### config.mk
export PLATFORM = sky130hd
export DESIGN_NAME = demux_bus_one_hot
export DESIGN_NICKNAME = d
export VERILOG_FILES = /design/src/common/glay_data_pkg.sv /design/src/source/demux_bus_one_hot.sv
export VERILOG_INCLUDE_DIRS = /design/src /design/src/common
export SDC_FILE = /design/constraint.sdc
export NUM_CORES = 1
export LEC_CHECK = 0
export BUFFER_PORTS_ARGS = -buffer_cell sky130_fd_sc_hd__buf_4
export CAP_MARGIN = 20
export CORE_MARGIN = 1.5
export CORE_UTILIZATION = 35
export DETAILED_ROUTE_END_ITERATION = 10
export GPL_TIMING_DRIVEN = 0
export PLACE_DENSITY = 0.84
export SLEW_MARGIN = 40
export SYNTH_ARGS = -nofsm -noshare
export SYNTH_HDL_FRONTEND = slang
export SYNTH_SLANG_ARGS = --single-unit
### constraint.sdc
create_clock -name ap_clk -period 0.8 [get_ports ap_clk]
set_clock_uncertainty 0.15 [all_clocks]
set_input_delay 0.04 -clock ap_clk [delete_from_list [all_inputs] [get_ports ap_clk]]
set_output_delay 0.04 -clock ap_clk [all_outputs]
set_load 0.05 [all_outputs]
### src/common/glay_router_defs.svh
// ------------------------------
// Size settings for the memory-read router
// GLAY_MAX_OUTSTANDING must be a power of two and at least 2
// GLAY_NUM_ENGINES must be at least 2
// ------------------------------

`ifndef GLAY_ROUTER_DEFS_SVH
`define GLAY_ROUTER_DEFS_SVH

// Vertex engines sharing the read port
`define GLAY_NUM_ENGINES 4

// Vertex address width in bits
`define GLAY_ADDR_WIDTH 32

// Vertex data width in bits
`define GLAY_DATA_WIDTH 32

// Owner FIFO depth, also the credit limit
`define GLAY_MAX_OUTSTANDING 4

`endif
### src/common/glay_data_pkg.sv
// ------------------------------
// Datapath vector types for the router
// Widths come from the router defines header
// ------------------------------

`default_nettype none

`include "glay_router_defs.svh"

package glay_data_pkg;

  // ------------------------------
  // Payload types
  // ------------------------------

  // One vertex address on the request path
  typedef logic [`GLAY_ADDR_WIDTH-1:0] vertex_addr_t;

  // One vertex data word on the response path
  typedef logic [`GLAY_DATA_WIDTH-1:0] vertex_data_t;

  // One bit per engine
  // Used for request levels, grants and response selects
  typedef logic [`GLAY_NUM_ENGINES-1:0] engine_mask_t;

endpackage : glay_data_pkg

`default_nettype wire

### src/source/demux_bus_one_hot.sv
// ------------------------------
// One-hot response demultiplexer
// Fixed two-cycle latency, input then output register
// Data copied to every lane, valid on the selected one
// Data registers carry no reset
// ------------------------------

`timescale 1ns/10ps
`default_nettype none

`include "glay_router_defs.svh"

module demux_bus_one_hot (
  input  logic                        ap_clk,
  input  logic                        areset,
  input  glay_data_pkg::engine_mask_t sel_in,
  input  glay_data_pkg::engine_mask_t data_in_valid,
  input  glay_data_pkg::vertex_data_t data_in,
  output glay_data_pkg::vertex_data_t data_out [`GLAY_NUM_ENGINES-1:0],
  output glay_data_pkg::engine_mask_t data_out_valid
);

  // Input stage
  glay_data_pkg::vertex_data_t data_in_int;
  glay_data_pkg::engine_mask_t sel_in_int;
  glay_data_pkg::engine_mask_t data_in_valid_int;
  // Per-lane valid before the output stage
  glay_data_pkg::engine_mask_t lane_valid;

  // ------------------------------
  // Input register
  // ------------------------------

  always_ff @(posedge ap_clk) begin
    if (areset) begin
      sel_in_int        <= '0;
      data_in_valid_int <= '0;
    end else begin
      sel_in_int        <= sel_in;
      data_in_valid_int <= data_in_valid;
    end
  end

  always_ff @(posedge ap_clk) begin
    data_in_int <= data_in;
  end

  // ------------------------------
  // Lane steering
  // ------------------------------

  // Select bit gated by its own valid
  assign lane_valid = sel_in_int & data_in_valid_int;

  // Output register
  always_ff @(posedge ap_clk) begin
    if (areset) begin
      data_out_valid <= '0;
    end else begin
      data_out_valid <= lane_valid;
    end
  end

  // Broadcast data to all lanes
  always_ff @(posedge ap_clk) begin
    for (int i = 0; i < `GLAY_NUM_ENGINES; i++) begin
      data_out[i] <= data_in_int;
    end
  end

endmodule : demux_bus_one_hot

`default_nettype wire

==> results summary <==
The global routing usage summed across all routing layers is 21.63%. The number of flip-flops and latches in the synthesized netlist is 76. Cells with a size suffix above 1 make up 77.54% of the layout.

The horizontal extent of the die came out at 84.74 um. The transition at the pin with the smallest max-transition slack is 0.1479 ns. TritonCTS built the clock tree.

The length of the first detailed-routing pass in iterations is 4. The number of sinks driven by the clock tree is between 70 and 80. The number of nets in the synthesized netlist is 227. The setup slack of the critical path after layout came out at -0.3851 ns. The count of buffers from port buffering came out at 173. The minimum clock period is around 1.2 ns.

The share of the cycle needed by the critical path after routing is 148.1%. The sequential share of the synthesized area came out at 65.06%. The worst-case IR drop observed on VDD is 1563 uV. The number of H-tree levels is 3. Setup repair after global routing could not meet its margin everywhere.

The final-layout setup total negative slack is -43.50 ns. The signed area change from the synthesized netlist to the final layout came out at 151.6%. After detailed routing, the number of vias per cell comes to 4.002. Synthesis produced 185 cells. The number of nets in the final layout is 451.

The CTS clock-pin slew for the worst setup and hold paths is roughly 0.090 ns. The synthesized design spends more area on one cell type than any other, namely dfxtp_1. The tightest min-delay check is of the input pin to flip-flop type.

The effective utilization at floorplan is 36.62%. The count of antenna-violating nets left after detailed routing is 0. The iteration-0 DRC count of the detailed router is 22. The critical path required time came out at 0.61 ns.

Setup violations remaining at the end of the flow were counted as 132. The number of buffers between clock root and the deepest sink came out at 2. The critical-path maximum fanout is 4. The number of antenna repair diodes came out at 0. Headroom to the max-slew limit came out at 90.22%. The die is 84.74 um tall. The family with the most delay on the worst path is flip-flops. For this run, design rule violations remaining after detail routing come to 0.

The area of all placed cells without fillers came out at 5884 um2. The type of destination of the critical path is an output pin. Ranked by total cell area, the synthesized netlist is headed by dfxtp_1, buf_4, nor2b_1. The number of top-level pins came out at 174. The data arrival time of the critical path came out at 1.00 ns. Summed over its instances, the top area cell type makes up 65.06% of the synthesized netlist area.

Power spread over the standard cell area amounts to ~1900 nW/um2. Global routing finished with a remaining overflow of 0. The clock latency of the later-clocked register in the worst-skew pair is 0.33 ns. The total detailed-routing wirelength came out at 9.014 mm. The routed length per placed instance is between 15 and 20 um.

The analysis attributes to cell leakage a power of 2.766 nW. The critical path is of the flip-flop to output pin type. The placeable core region came out at 6386 um2. CTS placed an instance of clkbuf_8 at the clock tree root.

The signal on the critical path passes through buf_6 -> buf_8. The count of cell types in the netlist came out at 5. The run finished, with violations left.

The maximum single-stage delay on the critical path is 0.41 ns. The maximum number of pins on one net before global-route repair is 14. The number of endpoints with negative hold slack in the final report came out at 10. The final worst hold slack is -0.1292 ns. The first global-routing pass estimated ~12 mm of wire. The initial antenna violation count is 0. The count of buffer and inverter cells on the critical path came out at 2. The count of standard-cell rows came out at 29. The largest individual stage delay along the critical path comes from the cell dfxtp_4. The mean instance size in the synthesized netlist is about 13 um2. Summing over every cut layer, the via total after detailed routing is 1965.

The number of hold-repair buffers added at the cts stage is 40. The number of global-route vias before repair is around 2100. The final reports fail on negative hold slack, negative setup slack. The number of max-cap violations came out at 0. The die covers 7181 um2. The cell total after placement came out at 435. The count of non-filler cells in the finished layout is 491. The number of clock buffers added by TritonCTS is 9. The worst setup path is launched from a flip-flop. The maximum operating frequency is 843.8 MHz. The cell area reported after detailed placement is 3872 um2. The count of final max-slew check failures is 0. The warning count from the yosys run is 0. Post-CTS timing repair inserted 0 buffers for setup. The synthesized netlist occupies a cell area of 2338 um2. At the end of routability-driven placement, the weighted congestion stood at 0.6650. The post-DP HPWL is 4.001 mm.
[cell families after synthesis]
kind of cell / after synthesis / synth area share (%)
AND/OR/NAND/NOR: 12 / 3.638
flip-flops: 76 / 65.06
buffers and inverters: 97 / 31.30
[layout by cell type (no fill, tap or decap)]
| cell | count |
|---|---|
| buf_4 | 43 |
| buf_12 | 3 |
| dfxtp_2 | 4 |
| buf_6 | 96 |
| dfxtp_1 | 40 |
| clkbuf_8 | 11 |
| nor2b_1 | 8 |
| clkbuf_1 | 1 |
| buf_8 | 128 |
| clkbuf_16 | 1 |
| and3b_1 | 4 |
| bufinv_16 | 3 |
| dlygate4sd3_1 | 40 |
| dfxtp_4 | 32 |
[power breakdown]
| group | total, mW | switching [mW] | internal [mW] | leakage [nW] |
|---|---|---|---|---|
| sequential | 4.16 | 0.225 | 3.94 | 0.652 |
| combinational | 3.28 | 1.66 | 1.62 | 1.98 |
| clock | 3.84 | 1.40 | 2.44 | 0.135 |
[registers in the layout, summed over array words and instances, names as in the netlist]
name and cells:
data_out_valid 4, sel_in_int 4, data_in_valid_int 4, data_in_int 32, data_out 32
[Yosys cell counts]
| cell type | number |
|---|---|
| buf_6 | 1 |
| nor2b_1 | 8 |
| dfxtp_1 | 76 |
| buf_4 | 96 |
| and3b_1 | 4 |
[per-stage QoR]
stage | utilization (%) | worst slack [ns] | hold WS (ns) | total power [mW]
after CTS | 87.97 | -0.3651 | -0.1642 | 10.94
after detailed placement | 60.64 | -0.03939 | -0.004509 | 6.465
final | 92.14 | -0.3851 | -0.1292 | 11.28
after global placement | 60.64 | -0.03766 | -0.005159 | 6.422
after global routing | 92.14 | -0.4194 | -0.1418 | 11.63
after floorplan | - | -0.04065 | -0.08228 | 5.749
[layer usage]
metal	part of all wire, %	wire, um	vias to the layer above	global-route usage, %
met3	6.2	561	20	7.375
li1	-	-	922	-
met1	34	3054	915	19.74
met5	0	0	-	0
met2	58	5190	108	44.59
met4	2.3	207	0	5.279
[worst paths after layout]
check | slack (ns) | from | to | cells after the start
worst max-delay path | -0.39 | data_out[125] | data_out[125] | 2
worst min-delay path | -0.13 | areset | data_out_valid[0] | 2
worst max register to register | 0.05 | data_in_valid_int[0] | data_out_valid[0] | 1
worst min register to register | 0.17 | data_in_int[3] | data_out[99] | 0
[area by class of cell]
type	instances	area, um2
buffer	97	1100
clock inverter	3	90.09
fill	185	501.7
multi-input combinational	12	85.08
timing repair buffer	213	2686
tap	77	96.34
clock buffer	13	180.2
sequential	76	1647
[timing repair]
action,4_1_cts,5_1_grt
setup endpoints to repair,132,132
resized for setup,289,70
hold endpoints to repair,44,10
cloned,0,0
pin swaps,0,0
(Power assumes the default switching activity.)
