==> config.mk <==
export PLATFORM = sky130hd
export DESIGN_NAME = mux_bus_one_hot
export DESIGN_NICKNAME = d
export VERILOG_FILES = /design/src/common/glay_data_pkg.sv /design/src/source/mux_bus_one_hot.sv
export VERILOG_INCLUDE_DIRS = /design/src /design/src/common
export SDC_FILE = /design/constraint.sdc
export NUM_CORES = 1
export LEC_CHECK = 0
export ABC_AREA = 1
export BUFFER_PORTS_ARGS = -buffer_cell sky130_fd_sc_hd__buf_2
export CAP_MARGIN = 20
export CORE_MARGIN = 4
export CORE_UTILIZATION = 35
export CTS_CLUSTER_SIZE = 10
export DETAILED_ROUTE_END_ITERATION = 7
export PLACE_DENSITY_LB_ADDON = 0.25
export SLEW_MARGIN = 20
export SYNTH_ARGS = -nofsm -noshare
export SYNTH_HDL_FRONTEND = slang
export SYNTH_SLANG_ARGS = --single-unit
==> constraint.sdc <==
create_clock -name ap_clk -period 0.9 [get_ports ap_clk]
set_input_delay 0.225 -clock ap_clk [delete_from_list [all_inputs] [get_ports ap_clk]]
set_output_delay 0.225 -clock ap_clk [all_outputs]
set_load 0.03 [all_outputs]
==> src/common/glay_router_defs.svh <==
// ------------------------------
// Size settings for the memory-read router
// GLAY_MAX_OUTSTANDING must be a power of two and at least 2
// GLAY_NUM_ENGINES must be at least 2
// ------------------------------

`ifndef GLAY_ROUTER_DEFS_SVH
`define GLAY_ROUTER_DEFS_SVH

// Vertex engines sharing the read port
`define GLAY_NUM_ENGINES 4

// Vertex address width in bits
`define GLAY_ADDR_WIDTH 32

// Vertex data width in bits
`define GLAY_DATA_WIDTH 32

// Owner FIFO depth, also the credit limit
`define GLAY_MAX_OUTSTANDING 4

`endif
==> src/common/glay_data_pkg.sv <==
// ------------------------------
// Datapath vector types for the router
// Widths come from the router defines header
// ------------------------------

`default_nettype none

`include "glay_router_defs.svh"

package glay_data_pkg;

  // ------------------------------
  // Payload types
  // ------------------------------

  // One vertex address on the request path
  typedef logic [`GLAY_ADDR_WIDTH-1:0] vertex_addr_t;

  // One vertex data word on the response path
  typedef logic [`GLAY_DATA_WIDTH-1:0] vertex_data_t;

  // One bit per engine
  // Used for request levels, grants and response selects
  typedef logic [`GLAY_NUM_ENGINES-1:0] engine_mask_t;

endpackage : glay_data_pkg

`default_nettype wire

==> src/source/mux_bus_one_hot.sv <==
// ------------------------------
// One-hot request multiplexer
// sel_in must be zero or one-hot
// Output appears one cycle after the select
// Address is captured while the engine still holds it
// ------------------------------

`timescale 1ns/10ps
`default_nettype none

`include "glay_router_defs.svh"

module mux_bus_one_hot (
  input  logic                       ap_clk,
  input  logic                       areset,
  input  glay_data_pkg::engine_mask_t sel_in,
  input  glay_data_pkg::vertex_addr_t data_in [`GLAY_NUM_ENGINES-1:0],
  output glay_data_pkg::vertex_addr_t data_out,
  output logic                       data_out_valid
);

  // Masked OR of all lanes
  glay_data_pkg::vertex_addr_t data_or;
  // Any lane selected
  logic                        sel_any;

  // ------------------------------
  // Select logic
  // ------------------------------

  // Only the selected lane survives the mask
  always_comb begin
    data_or = '0;
    for (int i = 0; i < `GLAY_NUM_ENGINES; i++) begin
      if (sel_in[i]) begin
        data_or = data_or | data_in[i];
      end
    end
  end

  // Valid when any select bit set
  assign sel_any = |sel_in;

  // ------------------------------
  // Output register
  // ------------------------------

  // Strobe is control state
  always_ff @(posedge ap_clk) begin
    if (areset) begin
      data_out_valid <= 1'b0;
    end else begin
      data_out_valid <= sel_any;
    end
  end

  // Address register, payload only
  always_ff @(posedge ap_clk) begin
    data_out <= data_or;
  end

endmodule : mux_bus_one_hot

`default_nettype wire

==> flow_summary_export.csv, run 1 <==
group,metric,value,unit
power,pwr-share-clk,0.289,
timing,fin_crit_sh,1.07,
timing,drv_slew,0,
synthesis,syn_area,0.00199,mm²
drt,ant_nets,0,
floorplan,core_area,0.00551,mm²
power,p_switching,1.31,mW
global_routing,gr-total-overflow,0,
critical_path,end_kind,"output port",
power,power_leakage,2.03,nW
clock_network,clockBufferDepth,2,
placed_design,io_buffers,166,
synthesis,netlist_instances,340,
critical_path,crit_buf_inv,1,
global_routing,grt_pass1_vias,2346,
critical_path,worst-path-max-fanout,1,
finish,drive_gt1_frac,0.460,
placed_design,hpwl,4620,µm
global_routing,antenna_found_initial,0,
clock_network,cts_tree,"done",
critical_path,critical-path-slowest-cell,"dfxtp_2",
clock_network,h-tree-depth,2,
drt,via_per_inst,4.07,
floorplan,start_util,0.362,
critical_path,crit_chain,"buf_6",
power,worst_ir_drop_vdd,0.590,mV
finish,area_growth,56.7,%
clock_network,cts-hold-fix-buffers,0,
finish,fillers,540,
power,swShare,0.309,
global_routing,grt_max_degree,34,
drt,wl_per_cell,10.7,µm
timing,setup_viol,33,
critical_path,start_kind,"flop",
clock_network,path_clk_slew,0.07,ns
power,seqPwrFrac,0.396,
timing,hold_viol_final,0,
finish,antennaDiodeCount,0,
timing,holdWs,0.0908,ns
global_routing,grtUsageTotal,0.175,
drt,first_pass_iters,4,
drt,route.detailed.drc,0,
placed_design,gp_congestion,0.782,
drt,wl_met2,3120,µm
hold_path,hold_path.class,"input pin to flop",
power,power.internal,2.94,mW
clock_network,root_buffer,"clkbuf_8",
floorplan,die_w,83.5,µm
floorplan,ios,167,
finish,fin_nets,633,
synthesis,synth_cell_types,10,
critical_path,crit_type,"flop to output port",
synthesis,yosysSeqAreaShare,0.331,
hold_path,holdPathStages,2,
synthesis,syn_avg_cell_area,5.87,µm²
placed_design,dp.cells,564,
outcome,outcome,"finished, violations left",
timing,min_period,0.964,ns
drt,drtIter0Drc,46,
synthesis,ys_warn_count,0,
timing,worst_slew_pin_slew,0.394,ns
synthesis,syn_nets,474,
clock_network,post-cts-setup-buffer-count,0,
critical_path,arrival,0.74,ns
floorplan,die-area,0.00697,mm²
drt,wirelength,6120,µm
critical_path,critical_path_depth,1,
drt,highest_layer,"met4",
timing,rsz0062_at_grt,"true",
finish,multiInputGateArea,907,µm²
critical_path,max_stage_delay,0.34,ns
placed_design,pre_cts_ws,-0.204,ns
clock_network,cts_inserted_buffers,5,
timing,finalWorstSetupSlack,-0.0642,ns
drt,met3_wirelength,616,µm
critical_path,required,0.67,ns
drt,vias,2328,
power,power_frac_comb,0.315,
timing,slew_headroom,0.738,
floorplan,die_height,83.5,µm
global_routing,grt_pass1_wl,9990,µm
flow_run,cap_violations,0,
finish,stdcell_count,572,
synthesis,ys_ff_latch,33,
drt,wl_met1,2330,µm
outcome,violations,"negative setup slack",
clock_network,numClockSinks,33,
floorplan,rows,27,
critical_path,path_delay_family,"flip-flops",
finish,seq_area,702,µm²
power,power.density,1360,mW/mm²
timing,fmax,1040,MHz
per-stage QoR:
stage / setup TNS, ns / power (mW) / cell area [µm²] / util
after global routing: -2.78 / 4.53 / 3130 / 0.568
after detailed placement: -5.87 / 2.84 / 2770 / 0.503
after CTS: -2.07 / 4.30 / 3120 / 0.566
after floorplan: 0 / 2.40 / 1990 / -
final: -1.66 / 4.25 / 3130 / 0.568
after global placement: -5.59 / 2.83 / 2770 / 0.503
layer usage:
metal  global-route usage  vias to the layer above
met5                    0                        -
met4               0.0395                        0
met3               0.0750                        5
li1                     -                     1259
met2                0.328                       94
met1                0.179                      970
power by group through the flow:
stage,Sequential [mW],Combinational [mW],Clock (mW)
after global placement,1.65,1.18,0
after detailed placement,1.65,1.19,0
final,1.68,1.34,1.23
after floorplan,1.93,0.477,0
after CTS,1.68,1.34,1.28
after global routing,1.69,1.48,1.35
area by class of cell:
type | instances | share of cell area
clock buffers | 7 | 0.0308
clock inverters | 1 | 0.00160
inverters | 64 | 0.0769
multi-input cells | 227 | 0.290
flip-flops and latches | 33 | 0.225
well taps | 72 | 0.0288
repair buffers | 168 | 0.347
placed cells by master (no fill, tap or decap), drive strengths merged:
cell,netlist,final
dfxtp,33,33
clkinv,0,1
nor2,2,2
clkbuf,0,10
a21oi,1,1
inv,64,64
nand2,224,224
buf,16,165
final timing paths:
| kind | endpoint | start |
|---|---|---|
| max | data_out[8] | data_out[8] |
| min | data_out_valid | areset |
repair_timing:
item                                   CTS  global route
gates cloned                             0             0
setup endpoints to repair               33            39
resized for setup                       99             3
endpoints found under the hold margin    0             0
logic make-up after synthesis:
group,count (synthesis),synth area share
AO/OA/AOI/OAI,1,0.00439
buffers and inverters,80,0.214
flip-flops,33,0.331
AND/OR/NAND/NOR,226,0.450
synth_stat cells:
cell type	count	share of area
nand2_1	205	0.39
inv_1	64	0.12
dfxtp_1	33	0.33
nand2_2	19	0.060
buf_6	11	0.062
buf_4	3	0.011
buf_12	2	0.020
a21oi_2	1	0.0044
nor2_1	1	0.0019
nor2_2	1	0.0031
registers in the layout, indices dropped and copies added, names as in the netlist:
name / cells
data_out_valid: 1
data_out: 32
Power figures use the tool's default switching activity.
==> inputs of run 2 (changes only) <==
--- a/config.mk
+++ b/config.mk
@@ -9,11 +9,11 @@
 export ABC_AREA = 1
 export BUFFER_PORTS_ARGS = -buffer_cell sky130_fd_sc_hd__buf_2
 export CAP_MARGIN = 20
-export CORE_MARGIN = 4
 export CORE_UTILIZATION = 35
 export CTS_CLUSTER_SIZE = 10
 export DETAILED_ROUTE_END_ITERATION = 7
 export PLACE_DENSITY_LB_ADDON = 0.25
+export SKIP_CTS_REPAIR_TIMING = 1
 export SLEW_MARGIN = 20
 export SYNTH_ARGS = -nofsm -noshare
 export SYNTH_HDL_FRONTEND = slang
==> constraint.sdc (replaced) <==
create_clock -name ap_clk -period 0.9 [get_ports ap_clk]
set_input_delay 0.18 -clock ap_clk [delete_from_list [all_inputs] [get_ports ap_clk]]
set_output_delay 0.18 -clock ap_clk [all_outputs]
set_load 0.03 [all_outputs]
==> run 2 against run 1 <==
The flow still finishes with violations (negative setup slack). Design area decreased by 1.5%. Worst setup slack better by 0.056 ns. Critical path depth did not move.
==> flow_summary_export.csv, run 2 (synthesized netlist as in run 1, its figures left out) <==
group,metric,value,unit
timing,finalWorstSetupSlack,-0.00832,ns
critical_path,crit_buf_inv,1,
drt,first_pass_iters,4,
finish,antennaDiodeCount,0,
timing,min_period,0.908,ns
finish,layout_commonest_cell,"nand2_1",
floorplan,start_util,0.362,
floorplan,core_area,0.00551,mm²
finish,largestRegisters,"data_out (32), data_out_valid (1)",
global_routing,globalRouteMet2Util,0.339,
floorplan,die-area,0.00600,mm²
global_routing,antenna_found_initial,0,
placed_design,io_buffers,166,
clock_network,root_buffer,"clkbuf_8",
hold_path,worstHoldStart,"areset",
outcome,outcome,"finished, violations left",
timing,rsz0062_at_grt,"true",
critical_path,critical-path-slowest-cell,"dfxtp_2",
power,power_leakage,2.01,nW
timing,hold_viol_final,0,
critical_path,critical_path_depth,1,
finish,largest-register,"data_out",
critical_path,required,0.72,ns
floorplan,rows,27,
global_routing,grtUsageTotal,0.180,
floorplan,die_w,77.5,µm
critical_path,end_kind,"output port",
timing,holdWs,0.0639,ns
global_routing,met1_usage,0.183,
placed_design,gp_congestion,0.757,
critical_path,crit_start,"data_out[19]",
critical_path,critPathCapture,"data_out[19]",
placed_design,hpwl,3990,µm
drt,ant_nets,0,
power,power.density,1310,mW/mm²
outcome,violations,"negative setup slack",
global_routing,gr-total-overflow,0,
clock_network,cts_inserted_buffers,5,
critical_path,crit_chain,"buf_6",
finish,drive_gt1_frac,0.457,
clock_network,clockBufferDepth,2,
clock_network,h-tree-depth,2,
critical_path,crit_type,"flop to output port",
power,fin_total_pwr,4.05,mW
timing,worst_slew_pin_slew,0.632,ns
global_routing,grt_pass1_vias,2091,
timing,drv_slew,0,
floorplan,ios,167,
clock_network,numClockSinks,33,
drt,wirelength,5400,µm
critical_path,path_delay_family,"flip-flops",
drt,drtIter0Drc,49,
critical_path,worst-path-max-fanout,1,
finish,layout_common_cells,"nand2_1, buf_2, inv_1, dfxtp_2, buf_6",
drt,route.detailed.drc,0,
flow_run,cap_violations,0,
critical_path,max_stage_delay,0.33,ns
hold_path,holdPathStages,2,
power,worst_ir_drop_vdd,0.704,mV
clock_network,path_clk_slew,0.07,ns
drt,via_per_inst,4.00,
floorplan,die_height,77.5,µm
finish,largest_register_ff_count,32,
drt,wl_per_cell,9.45,µm
timing,fin_crit_sh,1.01,
global_routing,gr-max-usage-layer,"met2",
clock_network,cts_tree,"done",
global_routing,met3_usage,0.0576,
finish,fin_nets,632,
finish,area_growth,54.4,%
timing,slew_headroom,0.579,
timing,setup_viol,17,
critical_path,start_kind,"flop",
hold_path,hold_path.class,"input pin to flop",
drt,vias,2282,
timing,setup_tns,-0.0571,ns
critical_path,arrival,0.73,ns
global_routing,grt_max_degree,34,
global_routing,grt_pass1_wl,8550,µm
timing,fmax,1100,MHz
## run 2: layout make-up
cell class                      instances  area [µm²]
Inverter                               64         240
Fill cell                             548        2430
Clock buffer                            6        72.6
Timing Repair Buffer                  167        1060
Clock inverter                          2        10.0
Sequential cell                        33         702
Multi-Input combinational cell        227         907
Tap cell                               72        90.1
## run 2: power by group
part           switching (mW)  total [mW]  internal (mW)  leakage [nW]
clock network           0.515        1.05          0.535        0.0450
logic                   0.704        1.32          0.614          1.69
registers              0.0591        1.68           1.62         0.271
## run 2: stage by stage
step                      setup WS (ns)  cells  area (µm²)   util
after floorplan                   0.171    340        1990      -
after global placement           -0.209    563        2750  0.499
after detailed placement         -0.180    563        2750  0.499
after CTS                       -0.0877    571        2830  0.514
after global routing            -0.0457    571        3080  0.559
final                          -0.00832    571        3080  0.559
## run 2: worst min path at each step
stage                                 to  slack, ns
final                     data_out_valid       0.06
after global routing      data_out_valid       0.05
after CTS                 data_out_valid       0.06
after detailed placement  data_out_valid       0.36
after global placement    data_out_valid       0.36
after floorplan           data_out_valid       0.24
## run 2: routing by layer
metal  part of all wire  up-vias  wire length (µm)
met5                  0        -                 0
met2               0.50       99              2700
met4              0.012        0                65
li1                   -     1257                 -
met1               0.41      920              2190
met3              0.082        6               445
==> inputs of run 3 (changes only) <==
--- a/config.mk
+++ b/config.mk
@@ -9,7 +9,9 @@
 export ABC_AREA = 1
 export BUFFER_PORTS_ARGS = -buffer_cell sky130_fd_sc_hd__buf_2
 export CAP_MARGIN = 20
-export CORE_UTILIZATION = 35
+export CELL_PAD_IN_SITES_DETAIL_PLACEMENT = 1
+export CELL_PAD_IN_SITES_GLOBAL_PLACEMENT = 1
+export CORE_UTILIZATION = 23
 export CTS_CLUSTER_SIZE = 10
 export DETAILED_ROUTE_END_ITERATION = 7
 export PLACE_DENSITY_LB_ADDON = 0.25
==> run 3 against run 2 <==
The run still ends with negative setup slack left. Via count up 3.5%. Combinational power rose by 3%. Maximum frequency down 1.3%. Worst setup slack worse by 0.012 ns. Die area rose by 51%. Cell count grew 6.3%.
==> flow_summary_export.csv, run 3 (synthesized netlist as in run 1, its figures left out) <==
group,metric,value,unit
outcome,outcome,"finished, violations left",
outcome,violations,"negative setup slack",
floorplan,rows,33,
clock_network,numClockSinks,33,
global_routing,gr-total-overflow,0,
critical_path,end_kind,"output port",
finish,finalInstanceArea,0.00320,mm²
global_routing,grt_pass1_vias,2239,
hold_path,hold_path.class,"input pin to flop",
critical_path,max_stage_delay,0.33,ns
drt,wirelength,6630,µm
clock_network,cts_inserted_buffers,5,
placed_design,gp_congestion,0.743,
floorplan,die_height,95.1,µm
critical_path,arrival,0.74,ns
placed_design,placed_area,0.00285,mm²
timing,holdWs,0.0430,ns
critical_path,worst-path-max-fanout,1,
critical_path,required,0.72,ns
critical_path,crit_chain,"buf_6",
floorplan,die-area,0.00905,mm²
floorplan,die_w,95.1,µm
finish,largest_register_ff_count,32,
critical_path,crit_type,"flop to output port",
placed_design,hpwl,5220,µm
timing,min_period,0.921,ns
drt,wl_per_cell,10.9,µm
timing,worst_slew_pin_slew,0.633,ns
finish,largest-register,"data_out",
clock_network,clockBufferDepth,2,
clock_network,path_clk_slew,0.08,ns
timing,slew_headroom,0.578,
critical_path,path_delay_family,"flip-flops",
global_routing,grt_max_degree,34,
finish,layout_common_cells,"nand2_1, buf_2, inv_1, dfxtp_2, buf_6",
power,power.density,1350,mW/mm²
critical_path,critical-path-slowest-cell,"dfxtp_2",
clock_network,h-tree-depth,2,
flow_run,cap_violations,0,
finish,fillers,1120,
global_routing,grt_pass1_wl,9800,µm
placed_design,pre_cts_ws,-0.204,ns
finish,area_growth,60.4,%
timing,fmax,1090,MHz
finish,fin_util,0.385,
drt,first_pass_iters,4,
drt,via_per_inst,3.89,
drt,ant_nets,0,
drt,route.detailed.drc,0,
finish,drive_gt1_frac,0.462,
clock_network,root_buffer,"clkbuf_8",
timing,finalWorstSetupSlack,-0.0207,ns
power,fin_total_pwr,4.31,mW
drt,vias,2361,
placed_design,dp.cells,599,
power,worst_ir_drop_vdd,0.523,mV
critical_path,start_kind,"flop",
timing,fin_crit_sh,1.02,
global_routing,antenna_found_initial,0,
timing,setup_viol,31,
power,power_leakage,2.04,nW
timing,hold_viol_final,0,
finish,layout_commonest_cell,"nand2_1",
critical_path,crit_buf_inv,1,
floorplan,ios,167,
clock_network,cts_tree,"done",
timing,setup_tns,-0.262,ns
floorplan,start_util,0.240,
floorplan,core_area,0.00830,mm²
finish,stdcell_count,607,
global_routing,grtUsageTotal,0.141,
finish,fin_nets,635,
finish,antennaDiodeCount,0,
finish,largestRegisters,"data_out (32), data_out_valid (1)",
drt,drtIter0Drc,28,
finish,multiInputGateArea,907,µm²
timing,rsz0062_at_grt,"true",
timing,drv_slew,0,
placed_design,io_buffers,166,
finish,seq_area,702,µm²
run 3: cell count changes in the layout (fill, tap and decap cells not counted), sizes merged:
cell    delta
clkinv     -1
clkbuf     +1
buf        +3
run 3: path summary, 6_finish.rpt:
kind	slack (ns)	endpoint	start	depth (start not counted)
setup / recovery	-0.02	data_out[25]	data_out[25]	1
hold / removal	0.04	data_out_valid	areset	2
run 3: per-layer routing:
layer	GRT usage	wire, µm	vias up
li1	-	-	1263
met4	0.0518	94	0
met1	0.148	2530	1001
met2	0.255	3390	91
met3	0.0534	605	6
met5	0	0	-
run 3: cell type report:
type / instances / area share
Timing Repair Buffer: 170 / 0.349
Tap cell: 105 / 0.0411
Sequential cell: 33 / 0.219
Multi-Input combinational cell: 227 / 0.284
Clock inverter: 1 / 0.00156
Clock buffer: 7 / 0.0301
Inverter: 64 / 0.0751
run 3: report_power, final:
part / total, mW / internal, mW / switching, mW / leakage (nW)
registers: 1.68 / 1.62 / 0.0615 / 0.271
clock network: 1.26 / 0.692 / 0.571 / 0.0542
logic: 1.36 / 0.640 / 0.722 / 1.72
total: 4.31 / 2.95 / 1.35 / 2.04
